`src/hw/csd_clock_gen_params.svh`:
```
`ifndef CSD_CLOCK_GEN_PARAMS_SVH
`define CSD_CLOCK_GEN_PARAMS_SVH

// -------------------------------------------------------------------------
// Bus geometry
// -------------------------------------------------------------------------
`define CSD_ADDR_W 4
`define CSD_DATA_W 32

// Register map, word aligned
`define CSD_ADDR_CONTROL 4'h0
`define CSD_ADDR_PRESCALE 4'h4
`define CSD_ADDR_STATUS 4'h8

// -------------------------------------------------------------------------
// Clock generator timing
// -------------------------------------------------------------------------
// Prescaler reload value width
`define CSD_PRESCALE_W 8
// Scan counter period in op_clock cycles
`define CSD_SCAN_PERIOD 32

// Galois sequence, shift left with feedback from the top bit
`define CSD_PRS_W 16
`define CSD_PRS_POLY 16'hB400
`define CSD_PRS_SEED 16'hFFFF

`endif

```
`src/hw/csd_clock_gen_pkg.sv`:
```
package csd_clock_gen_pkg;

    // ---------------------------------------------------------------------
    // Scan sequencer states
    // ---------------------------------------------------------------------
    // Code is also returned in the low bits of STATUS
    typedef enum logic [1:0]
    {
        SEQ_IDLE     = 2'd0,
        SEQ_RESET    = 2'd1,
        SEQ_MEAS_RST = 2'd2,
        SEQ_WORK     = 2'd3
    } seq_state_t;

    // ---------------------------------------------------------------------
    // CONTROL register fields
    // ---------------------------------------------------------------------
    // Declared msb first, so idac_sink lands on bit 5
    typedef struct packed
    {
        // Current source sinks, shield inverted
        logic idac_sink;
        // Precharge from sequence top bit instead of square wave
        logic prs_sel;
        // Channel enables for the work phase
        logic ch1_en;
        logic ch0_en;
        // Leave measure reset
        logic meas_en;
        // Start and keep the scan running
        logic sync_en;
    } csd_control_t;

    // ---------------------------------------------------------------------
    // AXI4-Lite response codes
    // ---------------------------------------------------------------------
    typedef enum logic [1:0]
    {
        RESP_OKAY   = 2'b00,
        RESP_SLVERR = 2'b10
    } axi_resp_t;

endpackage

```
`src/hw/csd_ctrl_if.sv`:
```
`timescale 1ns/10ps
`include "csd_clock_gen_params.svh"

interface csd_ctrl_if;
    import csd_clock_gen_pkg::*;

    // Decoded CONTROL fields
    csd_control_t control;
    // Prescaler half period minus one
    logic [`CSD_PRESCALE_W-1:0] prescale;
    // Sequencer state, read back through STATUS
    seq_state_t seq_state;

    // Register block owns the configuration
    modport regs (output control, output prescale, input seq_state);

    // Precharge generator only needs the period and the source select
    modport gen (input prescale, input control);

    // Sequencer follows the control bits and reports its state
    modport seq (input control, output seq_state);

endinterface

```
`src/hw/csd_ctrl_regs.sv`:
```
`timescale 1ns/10ps
`include "csd_clock_gen_params.svh"

module csd_ctrl_regs
(
    input  logic                          op_clock,
    input  logic                          inter_reset,
    // Write address
    input  logic [`CSD_ADDR_W-1:0]        awaddr,
    input  logic                          awvalid,
    output logic                          awready,
    // Write data, byte strobes are not decoded
    input  logic [`CSD_DATA_W-1:0]        wdata,
    input  logic [`CSD_DATA_W/8-1:0]      wstrb,
    input  logic                          wvalid,
    output logic                          wready,
    // Write response
    output csd_clock_gen_pkg::axi_resp_t  bresp,
    output logic                          bvalid,
    input  logic                          bready,
    // Read address
    input  logic [`CSD_ADDR_W-1:0]        araddr,
    input  logic                          arvalid,
    output logic                          arready,
    // Read data
    output logic [`CSD_DATA_W-1:0]        rdata,
    output csd_clock_gen_pkg::axi_resp_t  rresp,
    output logic                          rvalid,
    input  logic                          rready,
    csd_ctrl_if.regs                      ctrl
);
    import csd_clock_gen_pkg::*;

    localparam int CTRL_W = $bits(csd_control_t);

    csd_control_t                control_q;
    logic [`CSD_PRESCALE_W-1:0]  prescale_q;
    logic                        wr_fire;
    logic                        rd_fire;
    axi_resp_t                   wr_resp;
    axi_resp_t                   rd_resp;
    logic [`CSD_DATA_W-1:0]      rd_word;

    // -------------------------------------------------------------------------
    // Handshake
    // -------------------------------------------------------------------------
    // Address and data must arrive together, one write in flight
    assign wr_fire = awvalid & wvalid & ~bvalid;
    assign awready = wr_fire;
    assign wready  = wr_fire;

    // New read only once the previous response has gone
    assign rd_fire = arvalid & ~rvalid;
    assign arready = rd_fire;

    // Only CONTROL and PRESCALE are writable
    assign wr_resp = ((awaddr == `CSD_ADDR_CONTROL) || (awaddr == `CSD_ADDR_PRESCALE)) ?
                     RESP_OKAY : RESP_SLVERR;

    // -------------------------------------------------------------------------
    // Write path
    // -------------------------------------------------------------------------
    always_ff @(posedge op_clock or posedge inter_reset)
    begin
        if (inter_reset)
        begin
            control_q  <= '0;
            prescale_q <= '0;
            bvalid     <= 1'b0;
        end
        else if (wr_fire)
        begin
            bvalid <= 1'b1;
            // Error writes leave both registers untouched
            if (awaddr == `CSD_ADDR_CONTROL)
                control_q <= csd_control_t'(wdata[CTRL_W-1:0]);
            else if (awaddr == `CSD_ADDR_PRESCALE)
                prescale_q <= wdata[`CSD_PRESCALE_W-1:0];
        end
        else if (bready)
        begin
            bvalid <= 1'b0;
        end
    end

    // Response code rides with bvalid
    always_ff @(posedge op_clock)
    begin
        if (wr_fire)
            bresp <= wr_resp;
    end

    // -------------------------------------------------------------------------
    // Read path
    // -------------------------------------------------------------------------
    always_comb
    begin
        rd_word = '0;
        rd_resp = RESP_OKAY;
        case (araddr)
            `CSD_ADDR_CONTROL:  rd_word[CTRL_W-1:0] = control_q;
            `CSD_ADDR_PRESCALE: rd_word[`CSD_PRESCALE_W-1:0] = prescale_q;
            `CSD_ADDR_STATUS:   rd_word[1:0] = ctrl.seq_state;
            // Unmapped reads as zero
            default:            rd_resp = RESP_SLVERR;
        endcase
    end

    always_ff @(posedge op_clock or posedge inter_reset)
    begin
        if (inter_reset)
            rvalid <= 1'b0;
        else if (rd_fire)
            rvalid <= 1'b1;
        else if (rready)
            rvalid <= 1'b0;
    end

    // Data held stable until rready
    always_ff @(posedge op_clock)
    begin
        if (rd_fire)
        begin
            rdata <= rd_word;
            rresp <= rd_resp;
        end
    end

    // To the generator and the sequencer
    assign ctrl.control  = control_q;
    assign ctrl.prescale = prescale_q;

endmodule

```
`src/hw/csd_precharge_gen.sv`:
```
`timescale 1ns/10ps
`include "csd_clock_gen_params.svh"

module csd_precharge_gen
(
    input  logic        op_clock,
    input  logic        inter_reset,
    // Held high by the sequencer while the scan restarts
    input  logic        scan_reset,
    csd_ctrl_if.gen     ctrl,
    // Selected precharge clock, before the output register
    output logic        pclk
);
    import csd_clock_gen_pkg::*;

    logic [`CSD_PRESCALE_W-1:0] presc_cnt;
    logic                       sq_wave;
    logic                       step;
    logic                       sq_rise;
    logic [`CSD_PRS_W-1:0]      prs_q;
    logic [`CSD_PRS_W-1:0]      prs_next;

    // -------------------------------------------------------------------------
    // Prescaler
    // -------------------------------------------------------------------------
    // Strobe once per half period when the down-counter hits zero
    assign step = (presc_cnt == '0) & ~scan_reset;

    // Low to high transition of the square wave
    assign sq_rise = step & ~sq_wave;

    always_ff @(posedge op_clock or posedge inter_reset)
    begin
        if (inter_reset)
        begin
            presc_cnt <= '0;
            sq_wave   <= 1'b0;
        end
        else if (scan_reset)
        begin
            // Restart from a full half period, wave low
            presc_cnt <= ctrl.prescale;
            sq_wave   <= 1'b0;
        end
        else if (step)
        begin
            // Reload gives P+1 cycles per half period
            presc_cnt <= ctrl.prescale;
            sq_wave   <= ~sq_wave;
        end
        else
        begin
            presc_cnt <= presc_cnt - 1'b1;
        end
    end

    // -------------------------------------------------------------------------
    // Pseudo-random sequence
    // -------------------------------------------------------------------------
    // Galois form, shift left and fold the lost top bit back in
    always_comb
    begin
        prs_next = {prs_q[`CSD_PRS_W-2:0], 1'b0};
        if (prs_q[`CSD_PRS_W-1])
            prs_next = prs_next ^ `CSD_PRS_POLY;
    end

    always_ff @(posedge op_clock or posedge inter_reset)
    begin
        if (inter_reset)
            prs_q <= `CSD_PRS_SEED;
        else if (scan_reset)
            prs_q <= `CSD_PRS_SEED;
        else if (sq_rise)
            // One step per prescaler period
            prs_q <= prs_next;
    end

    // -------------------------------------------------------------------------
    // Source select
    // -------------------------------------------------------------------------
    assign pclk = ctrl.control.prs_sel ? prs_q[`CSD_PRS_W-1] : sq_wave;

endmodule

```
`src/hw/csd_scan_sequencer.sv`:
```
`timescale 1ns/10ps
`include "csd_clock_gen_params.svh"

module csd_scan_sequencer
(
    input  logic    op_clock,
    input  logic    inter_reset,
    csd_ctrl_if.seq ctrl,
    // Precharge clock from the generator
    input  logic    pclk,
    output logic    scan_reset,
    output logic    dpulse,
    output logic    ppulse,
    output logic    shield,
    output logic    mesrst,
    output logic    start0,
    output logic    start1
);
    import csd_clock_gen_pkg::*;

    localparam int SCAN_W = $clog2(`CSD_SCAN_PERIOD);
    localparam logic [SCAN_W-1:0] SCAN_LAST = SCAN_W'(`CSD_SCAN_PERIOD - 1);

    seq_state_t        state;
    seq_state_t        state_next;
    logic [SCAN_W-1:0] scan_cnt;

    // -------------------------------------------------------------------------
    // Scan state machine
    // -------------------------------------------------------------------------
    always_comb
    begin
        state_next = state;
        case (state)
            SEQ_IDLE:     if (ctrl.control.sync_en) state_next = SEQ_RESET;
            // Single cycle restart of the counters
            SEQ_RESET:    state_next = SEQ_MEAS_RST;
            SEQ_MEAS_RST: if (ctrl.control.meas_en) state_next = SEQ_WORK;
            SEQ_WORK:     if (!ctrl.control.sync_en) state_next = SEQ_IDLE;
            default:      state_next = SEQ_IDLE;
        endcase
    end

    always_ff @(posedge op_clock or posedge inter_reset)
    begin
        if (inter_reset)
            state <= SEQ_IDLE;
        else
            state <= state_next;
    end

    assign ctrl.seq_state = state;

    // Registered decode, each output trails its state by one cycle
    always_ff @(posedge op_clock or posedge inter_reset)
    begin
        if (inter_reset)
        begin
            scan_reset <= 1'b1;
            mesrst     <= 1'b0;
            start0     <= 1'b0;
            start1     <= 1'b0;
        end
        else
        begin
            scan_reset <= (state == SEQ_RESET);
            mesrst     <= (state == SEQ_MEAS_RST);
            start0     <= (state == SEQ_WORK) & ctrl.control.ch0_en;
            start1     <= (state == SEQ_WORK) & ctrl.control.ch1_en;
        end
    end

    // -------------------------------------------------------------------------
    // Scan counter and precharge outputs
    // -------------------------------------------------------------------------
    always_ff @(posedge op_clock or posedge inter_reset)
    begin
        if (inter_reset)
        begin
            scan_cnt <= '0;
            dpulse   <= 1'b0;
        end
        else if (scan_reset)
        begin
            scan_cnt <= '0;
            dpulse   <= 1'b0;
        end
        else
        begin
            // dpulse follows the last count, one cycle per period
            dpulse <= (scan_cnt == SCAN_LAST);
            if (scan_cnt == SCAN_LAST)
                scan_cnt <= '0;
            else
                scan_cnt <= scan_cnt + 1'b1;
        end
    end

    always_ff @(posedge op_clock or posedge inter_reset)
    begin
        if (inter_reset)
        begin
            ppulse <= 1'b0;
            shield <= 1'b0;
        end
        else
        begin
            ppulse <= pclk;
            // Shield opposes the precharge when the current source sinks
            shield <= pclk ^ ctrl.control.idac_sink;
        end
    end

endmodule

```
`src/hw/csd_clock_gen.sv`:
```
`timescale 1ns/10ps
`include "csd_clock_gen_params.svh"

module csd_clock_gen
(
    input  logic                      op_clock,
    input  logic                      inter_reset,
    // AXI4-Lite slave
    input  logic [`CSD_ADDR_W-1:0]    awaddr,
    input  logic                      awvalid,
    output logic                      awready,
    input  logic [`CSD_DATA_W-1:0]    wdata,
    input  logic [`CSD_DATA_W/8-1:0]  wstrb,
    input  logic                      wvalid,
    output logic                      wready,
    output logic [1:0]                bresp,
    output logic                      bvalid,
    input  logic                      bready,
    input  logic [`CSD_ADDR_W-1:0]    araddr,
    input  logic                      arvalid,
    output logic                      arready,
    output logic [`CSD_DATA_W-1:0]    rdata,
    output logic [1:0]                rresp,
    output logic                      rvalid,
    input  logic                      rready,
    // Sense clocks
    output logic                      dpulse,
    output logic                      ppulse,
    output logic                      shield,
    output logic                      mesrst,
    output logic                      start0,
    output logic                      start1
);

    // Counter restart from the sequencer
    logic scan_reset;
    // Precharge clock back to the output stage
    logic pclk;

    csd_ctrl_if ctrl_bus ();

    // -------------------------------------------------------------------------
    // Register block, generator, sequencer
    // -------------------------------------------------------------------------
    csd_ctrl_regs u_regs
    (
        .op_clock    (op_clock),
        .inter_reset (inter_reset),
        .awaddr      (awaddr),
        .awvalid     (awvalid),
        .awready     (awready),
        .wdata       (wdata),
        .wstrb       (wstrb),
        .wvalid      (wvalid),
        .wready      (wready),
        .bresp       (bresp),
        .bvalid      (bvalid),
        .bready      (bready),
        .araddr      (araddr),
        .arvalid     (arvalid),
        .arready     (arready),
        .rdata       (rdata),
        .rresp       (rresp),
        .rvalid      (rvalid),
        .rready      (rready),
        .ctrl        (ctrl_bus.regs)
    );

    csd_precharge_gen u_gen
    (
        .op_clock    (op_clock),
        .inter_reset (inter_reset),
        .scan_reset  (scan_reset),
        .ctrl        (ctrl_bus.gen),
        .pclk        (pclk)
    );

    csd_scan_sequencer u_seq
    (
        .op_clock    (op_clock),
        .inter_reset (inter_reset),
        .ctrl        (ctrl_bus.seq),
        .pclk        (pclk),
        .scan_reset  (scan_reset),
        .dpulse      (dpulse),
        .ppulse      (ppulse),
        .shield      (shield),
        .mesrst      (mesrst),
        .start0      (start0),
        .start1      (start1)
    );

endmodule

```
`config.mk`:
```
export PLATFORM = sky130hd
export DESIGN_NAME = csd_clock_gen
export DESIGN_NICKNAME = d
export VERILOG_FILES = /design/src/hw/csd_clock_gen_pkg.sv /design/src/hw/csd_ctrl_if.sv /design/src/hw/csd_ctrl_regs.sv /design/src/hw/csd_precharge_gen.sv /design/src/hw/csd_scan_sequencer.sv /design/src/hw/csd_clock_gen.sv
export VERILOG_INCLUDE_DIRS = /design/src /design/src/hw
export SDC_FILE = /design/constraint.sdc
export NUM_CORES = 1
export LEC_CHECK = 0
export BUFFER_PORTS_ARGS = -buffer_cell sky130_fd_sc_hd__buf_2
export CORE_MARGIN = 8
export CORE_UTILIZATION = 45
export DETAILED_ROUTE_END_ITERATION = 6
export PLACE_DENSITY = 0.83
export SLEW_MARGIN = 40
export SYNTH_ARGS = -nofsm -noshare
export SYNTH_HDL_FRONTEND = slang
export SYNTH_SLANG_ARGS = --single-unit
```
`constraint.sdc`:
```
create_clock -name op_clock -period 4.8 [get_ports op_clock]
set_input_delay 0.96 -clock op_clock [delete_from_list [all_inputs] [get_ports op_clock]]
set_output_delay 0.96 -clock op_clock [all_outputs]
set_load 0.02 [all_outputs]
```
==> run summary <==
TIMING
--------------------------------------------------------------------------------------------------
Final hold vios .....................................................................            0
Final critical-path setup slack .....................................................      2.11 ns
Setup clock skew after layout .......................................................    0.0114 ns
Transition at the pin with the smallest max-transition slack ........................     0.730 ns
RSZ-0062 raised after global routing ................................................        false
Crit share post-route ...............................................................        0.560
Final setup violation count .........................................................            0
Number of pins with negative max-slew slack in the final report .....................            0
Max transition margin ...............................................................        0.512
Top achievable clock speed ..........................................................    0.372 GHz
Period minus WS final ...............................................................      2.69 ns
Sum Neg Setup Slack .................................................................         0 ns

ROUTING
--------------------------------------------------------------------------------------------------
Detailed-routing iteration count for the pre-antenna-repair pass ....................            5
DR iter-0 viols .....................................................................          138
Number of routed nets with antenna violations .......................................            0
Overall routed net length ...........................................................      6.32 mm
Detail-routed net length per standard cell ..........................................      15.3 um
DRC .................................................................................            0
Routed via count ....................................................................         2094
Avg Vias per Cell ...................................................................         5.08

WORST SETUP PATH
--------------------------------------------------------------------------------------------------
Crit-path max FO ....................................................................           10
Critical Path RT ....................................................................      3.84 ns
Crit-path cells ..................................................................... buf_2, nor2b_2, buf_2
CP arrival ..........................................................................      1.73 ns
Standard cell with the maximum stage delay on the critical path ..................... sky130_fd_sc_hd__nor2b_2
Type of the worst setup path ........................................................ input port to primary output
Capturing element type of the critical path ......................................... primary output
Crit start category .................................................................   input port
Most frequent CP cell ............................................................... sky130_fd_sc_hd__buf_2
Maximum single-stage delay on the critical path .....................................      0.42 ns

CELLS AND AREA
--------------------------------------------------------------------------------------------------
Count of antenna diodes in the layout ...............................................            0
Area growth from synthesis to layout ................................................        12.2%
Layout cell share with drive strength beyond 1 ......................................        0.329
Nets ................................................................................          371

YOSYS
--------------------------------------------------------------------------------------------------
FF+latch count, synth ...............................................................           65
Xor and xnor fraction of the mapped netlist area ....................................       0.0250
Post-synth cell types ...............................................................           48
FFs w/ async S/R, synth .............................................................        0.846
Main combinational cell family by area after synthesis .............................. simple AND/OR/NAND/NOR gates
Synthesized area per cell ...........................................................     11.9 um2
Fraction of the mapped netlist area in adder cells ..................................       0.0357
Sequential cell area fraction in the yosys report ...................................        0.538
Syn Std Cell Area ...................................................................     3160 um2
Cells after synthesis ...............................................................          266
Share of cell area taken by muxes after synthesis ...................................       0.0999
Number of synthesized flops with an enable pin ......................................           10
Share of the synthesized area in compound gates (AO/OA/AOI/OAI) .....................       0.0829
Area share of and/or/nand/nor cells after synthesis .................................        0.125
Yosys warning count .................................................................            0
Most common flop cell mapped by yosys ............................................... sky130_fd_sc_hd__dfrtp_1

POWER AND IR DROP
--------------------------------------------------------------------------------------------------
Leakage power total .................................................................      1.59 nW
Power Dens Cells ....................................................................   575 nW/um2
Worst IR Drop VDD ...................................................................     0.290 mV

CTS
--------------------------------------------------------------------------------------------------
Clock net sink count ................................................................           65
TritonCTS buffer count ..............................................................            9
Clock transition time at the flip-flop clock pins of the worst setup and hold paths .      0.07 ns
Post-cts repair resize count ........................................................            0
Source-to-sink clock delay at the later pin of the worst-skew pair ..................      0.34 ns
CTS root buf ........................................................................ sky130_fd_sc_hd__clkbuf_8
CTS Buffer Depth ....................................................................            2
Quantity of hold-fixing buffers added after cts .....................................            0
CTS HTree Levels ....................................................................            3
TritonCTS clock tree ................................................................         done
Number of buffers added for setup after CTS .........................................            0

OUTCOME
--------------------------------------------------------------------------------------------------
Run status .......................................................................... finished, final reports clean

FLOORPLAN
--------------------------------------------------------------------------------------------------
Standard cell core area .............................................................     6790 um2
Initial cell density of the core ....................................................        0.464
Count of boundary I/O pins ..........................................................           98
Die Span Y ..........................................................................      99.7 um
Die ar. .............................................................................     9950 um2
Standard-cell rows ..................................................................           30
Die width ...........................................................................      99.7 um

GLOBAL ROUTING
--------------------------------------------------------------------------------------------------
Gr ovfl total .......................................................................            0
Largest net degree at the start of global routing ...................................           29
Global router's overall resource usage ..............................................        0.135
Global-route wire length before repair ..............................................      10.7 mm
Number of global-route vias before repair ...........................................         2191
Antenna violations before repair ....................................................            0

PLACED DESIGN
--------------------------------------------------------------------------------------------------
Global placement routability congestion .............................................        0.756
DPL Wire Length .....................................................................      4.61 mm
Total of buffers placed on input and output ports ...................................           43
Worst slack at placement ............................................................      1.84 ns

HOLD PATH
--------------------------------------------------------------------------------------------------
Classification of the worst-slack hold path ......................................... flip-flop to flip-flop

FLOW RUN
--------------------------------------------------------------------------------------------------
Maximum capacitance violations ......................................................            0

synth_stat cells (2+ instances only):
master / instances / area share
sky130_fd_sc_hd__a2bb2oi_1: 2 / 0.0056
sky130_fd_sc_hd__nor4_1: 2 / 0.0040
sky130_fd_sc_hd__or3_1: 2 / 0.0040
sky130_fd_sc_hd__xor2_1: 5 / 0.014
sky130_fd_sc_hd__ha_1: 9 / 0.036
sky130_fd_sc_hd__a21oi_1: 3 / 0.0048
sky130_fd_sc_hd__a211o_1: 2 / 0.0056
sky130_fd_sc_hd__xnor2_1: 4 / 0.011
sky130_fd_sc_hd__dfstp_2: 17 / 0.14
sky130_fd_sc_hd__mux2i_1: 9 / 0.029
sky130_fd_sc_hd__buf_4: 27 / 0.064
sky130_fd_sc_hd__mux2_2: 20 / 0.071
sky130_fd_sc_hd__edfxtp_1: 10 / 0.095
sky130_fd_sc_hd__o211ai_1: 3 / 0.0071
sky130_fd_sc_hd__nor3b_1: 2 / 0.0048
sky130_fd_sc_hd__clkbuf_1: 6 / 0.0071
sky130_fd_sc_hd__inv_1: 11 / 0.013
sky130_fd_sc_hd__buf_2: 2 / 0.0032
sky130_fd_sc_hd__nor2b_1: 5 / 0.0099
sky130_fd_sc_hd__and2_1: 2 / 0.0040
sky130_fd_sc_hd__nor3_1: 8 / 0.013
sky130_fd_sc_hd__o21ai_0: 18 / 0.029
sky130_fd_sc_hd__nor2_1: 8 / 0.0095
sky130_fd_sc_hd__and4_1: 2 / 0.0056
sky130_fd_sc_hd__nand3_1: 24 / 0.038
sky130_fd_sc_hd__and3_1: 3 / 0.0059
sky130_fd_sc_hd__a311oi_1: 2 / 0.0056
sky130_fd_sc_hd__dfrtp_1: 38 / 0.30
registers in the layout (all words and copies together), names as in the netlist:
register              cells
u_gen.presc_cnt           8
u_regs.ctrl.prescale      8
u_seq.start1              1
u_seq.mesrst              1
u_regs.bresp              1
u_regs.ctrl.control       6
u_gen.sq_wave             1
u_seq.ppulse              1
u_seq.scan_cnt            5
u_seq.dpulse              1
u_regs.rresp              1
u_seq.scan_reset          1
u_seq.ctrl.seq_state      2
u_regs.rdata              8
u_seq.shield              1
u_gen.prs_q              16
u_seq.start0              1
u_regs.bvalid             1
u_regs.rvalid             1
stage by stage:
| stage | utilization | instances | instance area, um2 | hold slack [ns] | total power [W] |
|---|---|---|---|---|---|
| floorplan | - | 291 | 3250 | 0.438 | 0.00148 |
| global placement | 0.492 | 395 | 3350 | 0.453 | 0.00158 |
| detailed placement | 0.495 | 396 | 3370 | 0.479 | 0.00164 |
| CTS | 0.521 | 412 | 3540 | 0.488 | 0.00205 |
| global route | 0.521 | 412 | 3540 | 0.505 | 0.00219 |
| finish | 0.521 | 412 | 3540 | 0.480 | 0.00204 |
layer usage:
layer  vias up  global-route usage  wire (um)
li1        985                   -          -
met1      1012               0.159       2560
met2        90               0.222       3180
met3         7              0.0559        509
met4         0              0.0349         63
met5         -                   0          0
area by class of cell:
class	instances	area (um2)
Clock buffer	10	128
Clock inverter	6	43.8
Fill cell	590	3250
Inverter	12	45.0
Multi-Input combinational cell	178	1270
Sequential cell	65	1700
Tap cell	96	120
Timing Repair Buffer	45	234
critical path: cells and delay by family:
kind / cells / cell delay (ns)
and+or+nand+nor: 1 / 0.42
buffers and inverters: 2 / 0.35
final timing paths:
path	start	depth (start not counted)	end	slack (ns)
min	u_seq.scan_cnt[0]	1	u_seq.scan_cnt[0]	0.48
min in group asynchronous	inter_reset	2	u_gen.presc_cnt[1]	0.66
max	arvalid	3	arready	2.11
max in group asynchronous	inter_reset	3	u_gen.prs_q[14]	3.34
max reg2reg	u_gen.presc_cnt[0]	5	u_gen.prs_q[13]	2.75
min reg2reg	u_seq.scan_cnt[0]	1	u_seq.scan_cnt[0]	0.48
logic make-up (layout without fill, tap and decap cells):
kind of cell | count (synthesis) | after routing
adder cells (fa/ha/maj) | 9 | 9
flip-flops | 65 | 65
multiplexers | 29 | 29
AO/OA/AOI/OAI | 39 | 39
buffers and inverters | 48 | 73
XOR/XNOR | 9 | 9
other | 1 | 26
AND/OR/NAND/NOR | 66 | 66
cell usage in the layout (no fill, tap or decap), drive strengths merged, types with 2 or more instances in the layout:
cell type / netlist / layout
nor2: 8 / 8
dfrtp: 38 / 38
edfxtp: 10 / 10
o21ai: 19 / 19
clkinvlp: 0 / 4
a21oi: 3 / 3
a2bb2oi: 2 / 2
nand3: 24 / 24
nor2b: 5 / 5
and4: 2 / 2
a211o: 2 / 2
mux2: 20 / 20
a311oi: 2 / 2
nor3b: 2 / 2
and2: 2 / 2
nor4: 3 / 3
mux2i: 9 / 9
and3: 3 / 3
xnor2: 4 / 4
clkbuf: 6 / 10
or3: 2 / 2
inv: 11 / 12
buf: 30 / 45
clkinv: 1 / 2
a31oi: 2 / 2
nor3: 9 / 9
conb: 1 / 26
o211ai: 3 / 3
ha: 9 / 9
dfstp: 17 / 17
xor2: 5 / 5
power by group:
part | switching [W] | internal (W) | total [W] | leakage, nW
registers | 0.000178 | 0.000787 | 0.000965 | 0.759
logic | 0.000365 | 0.000304 | 0.000669 | 0.752
clock network | 0.000215 | 0.000188 | 0.000403 | 0.0749
total | 0.000758 | 0.00128 | 0.00204 | 1.59
(Power assumes the default switching activity.)
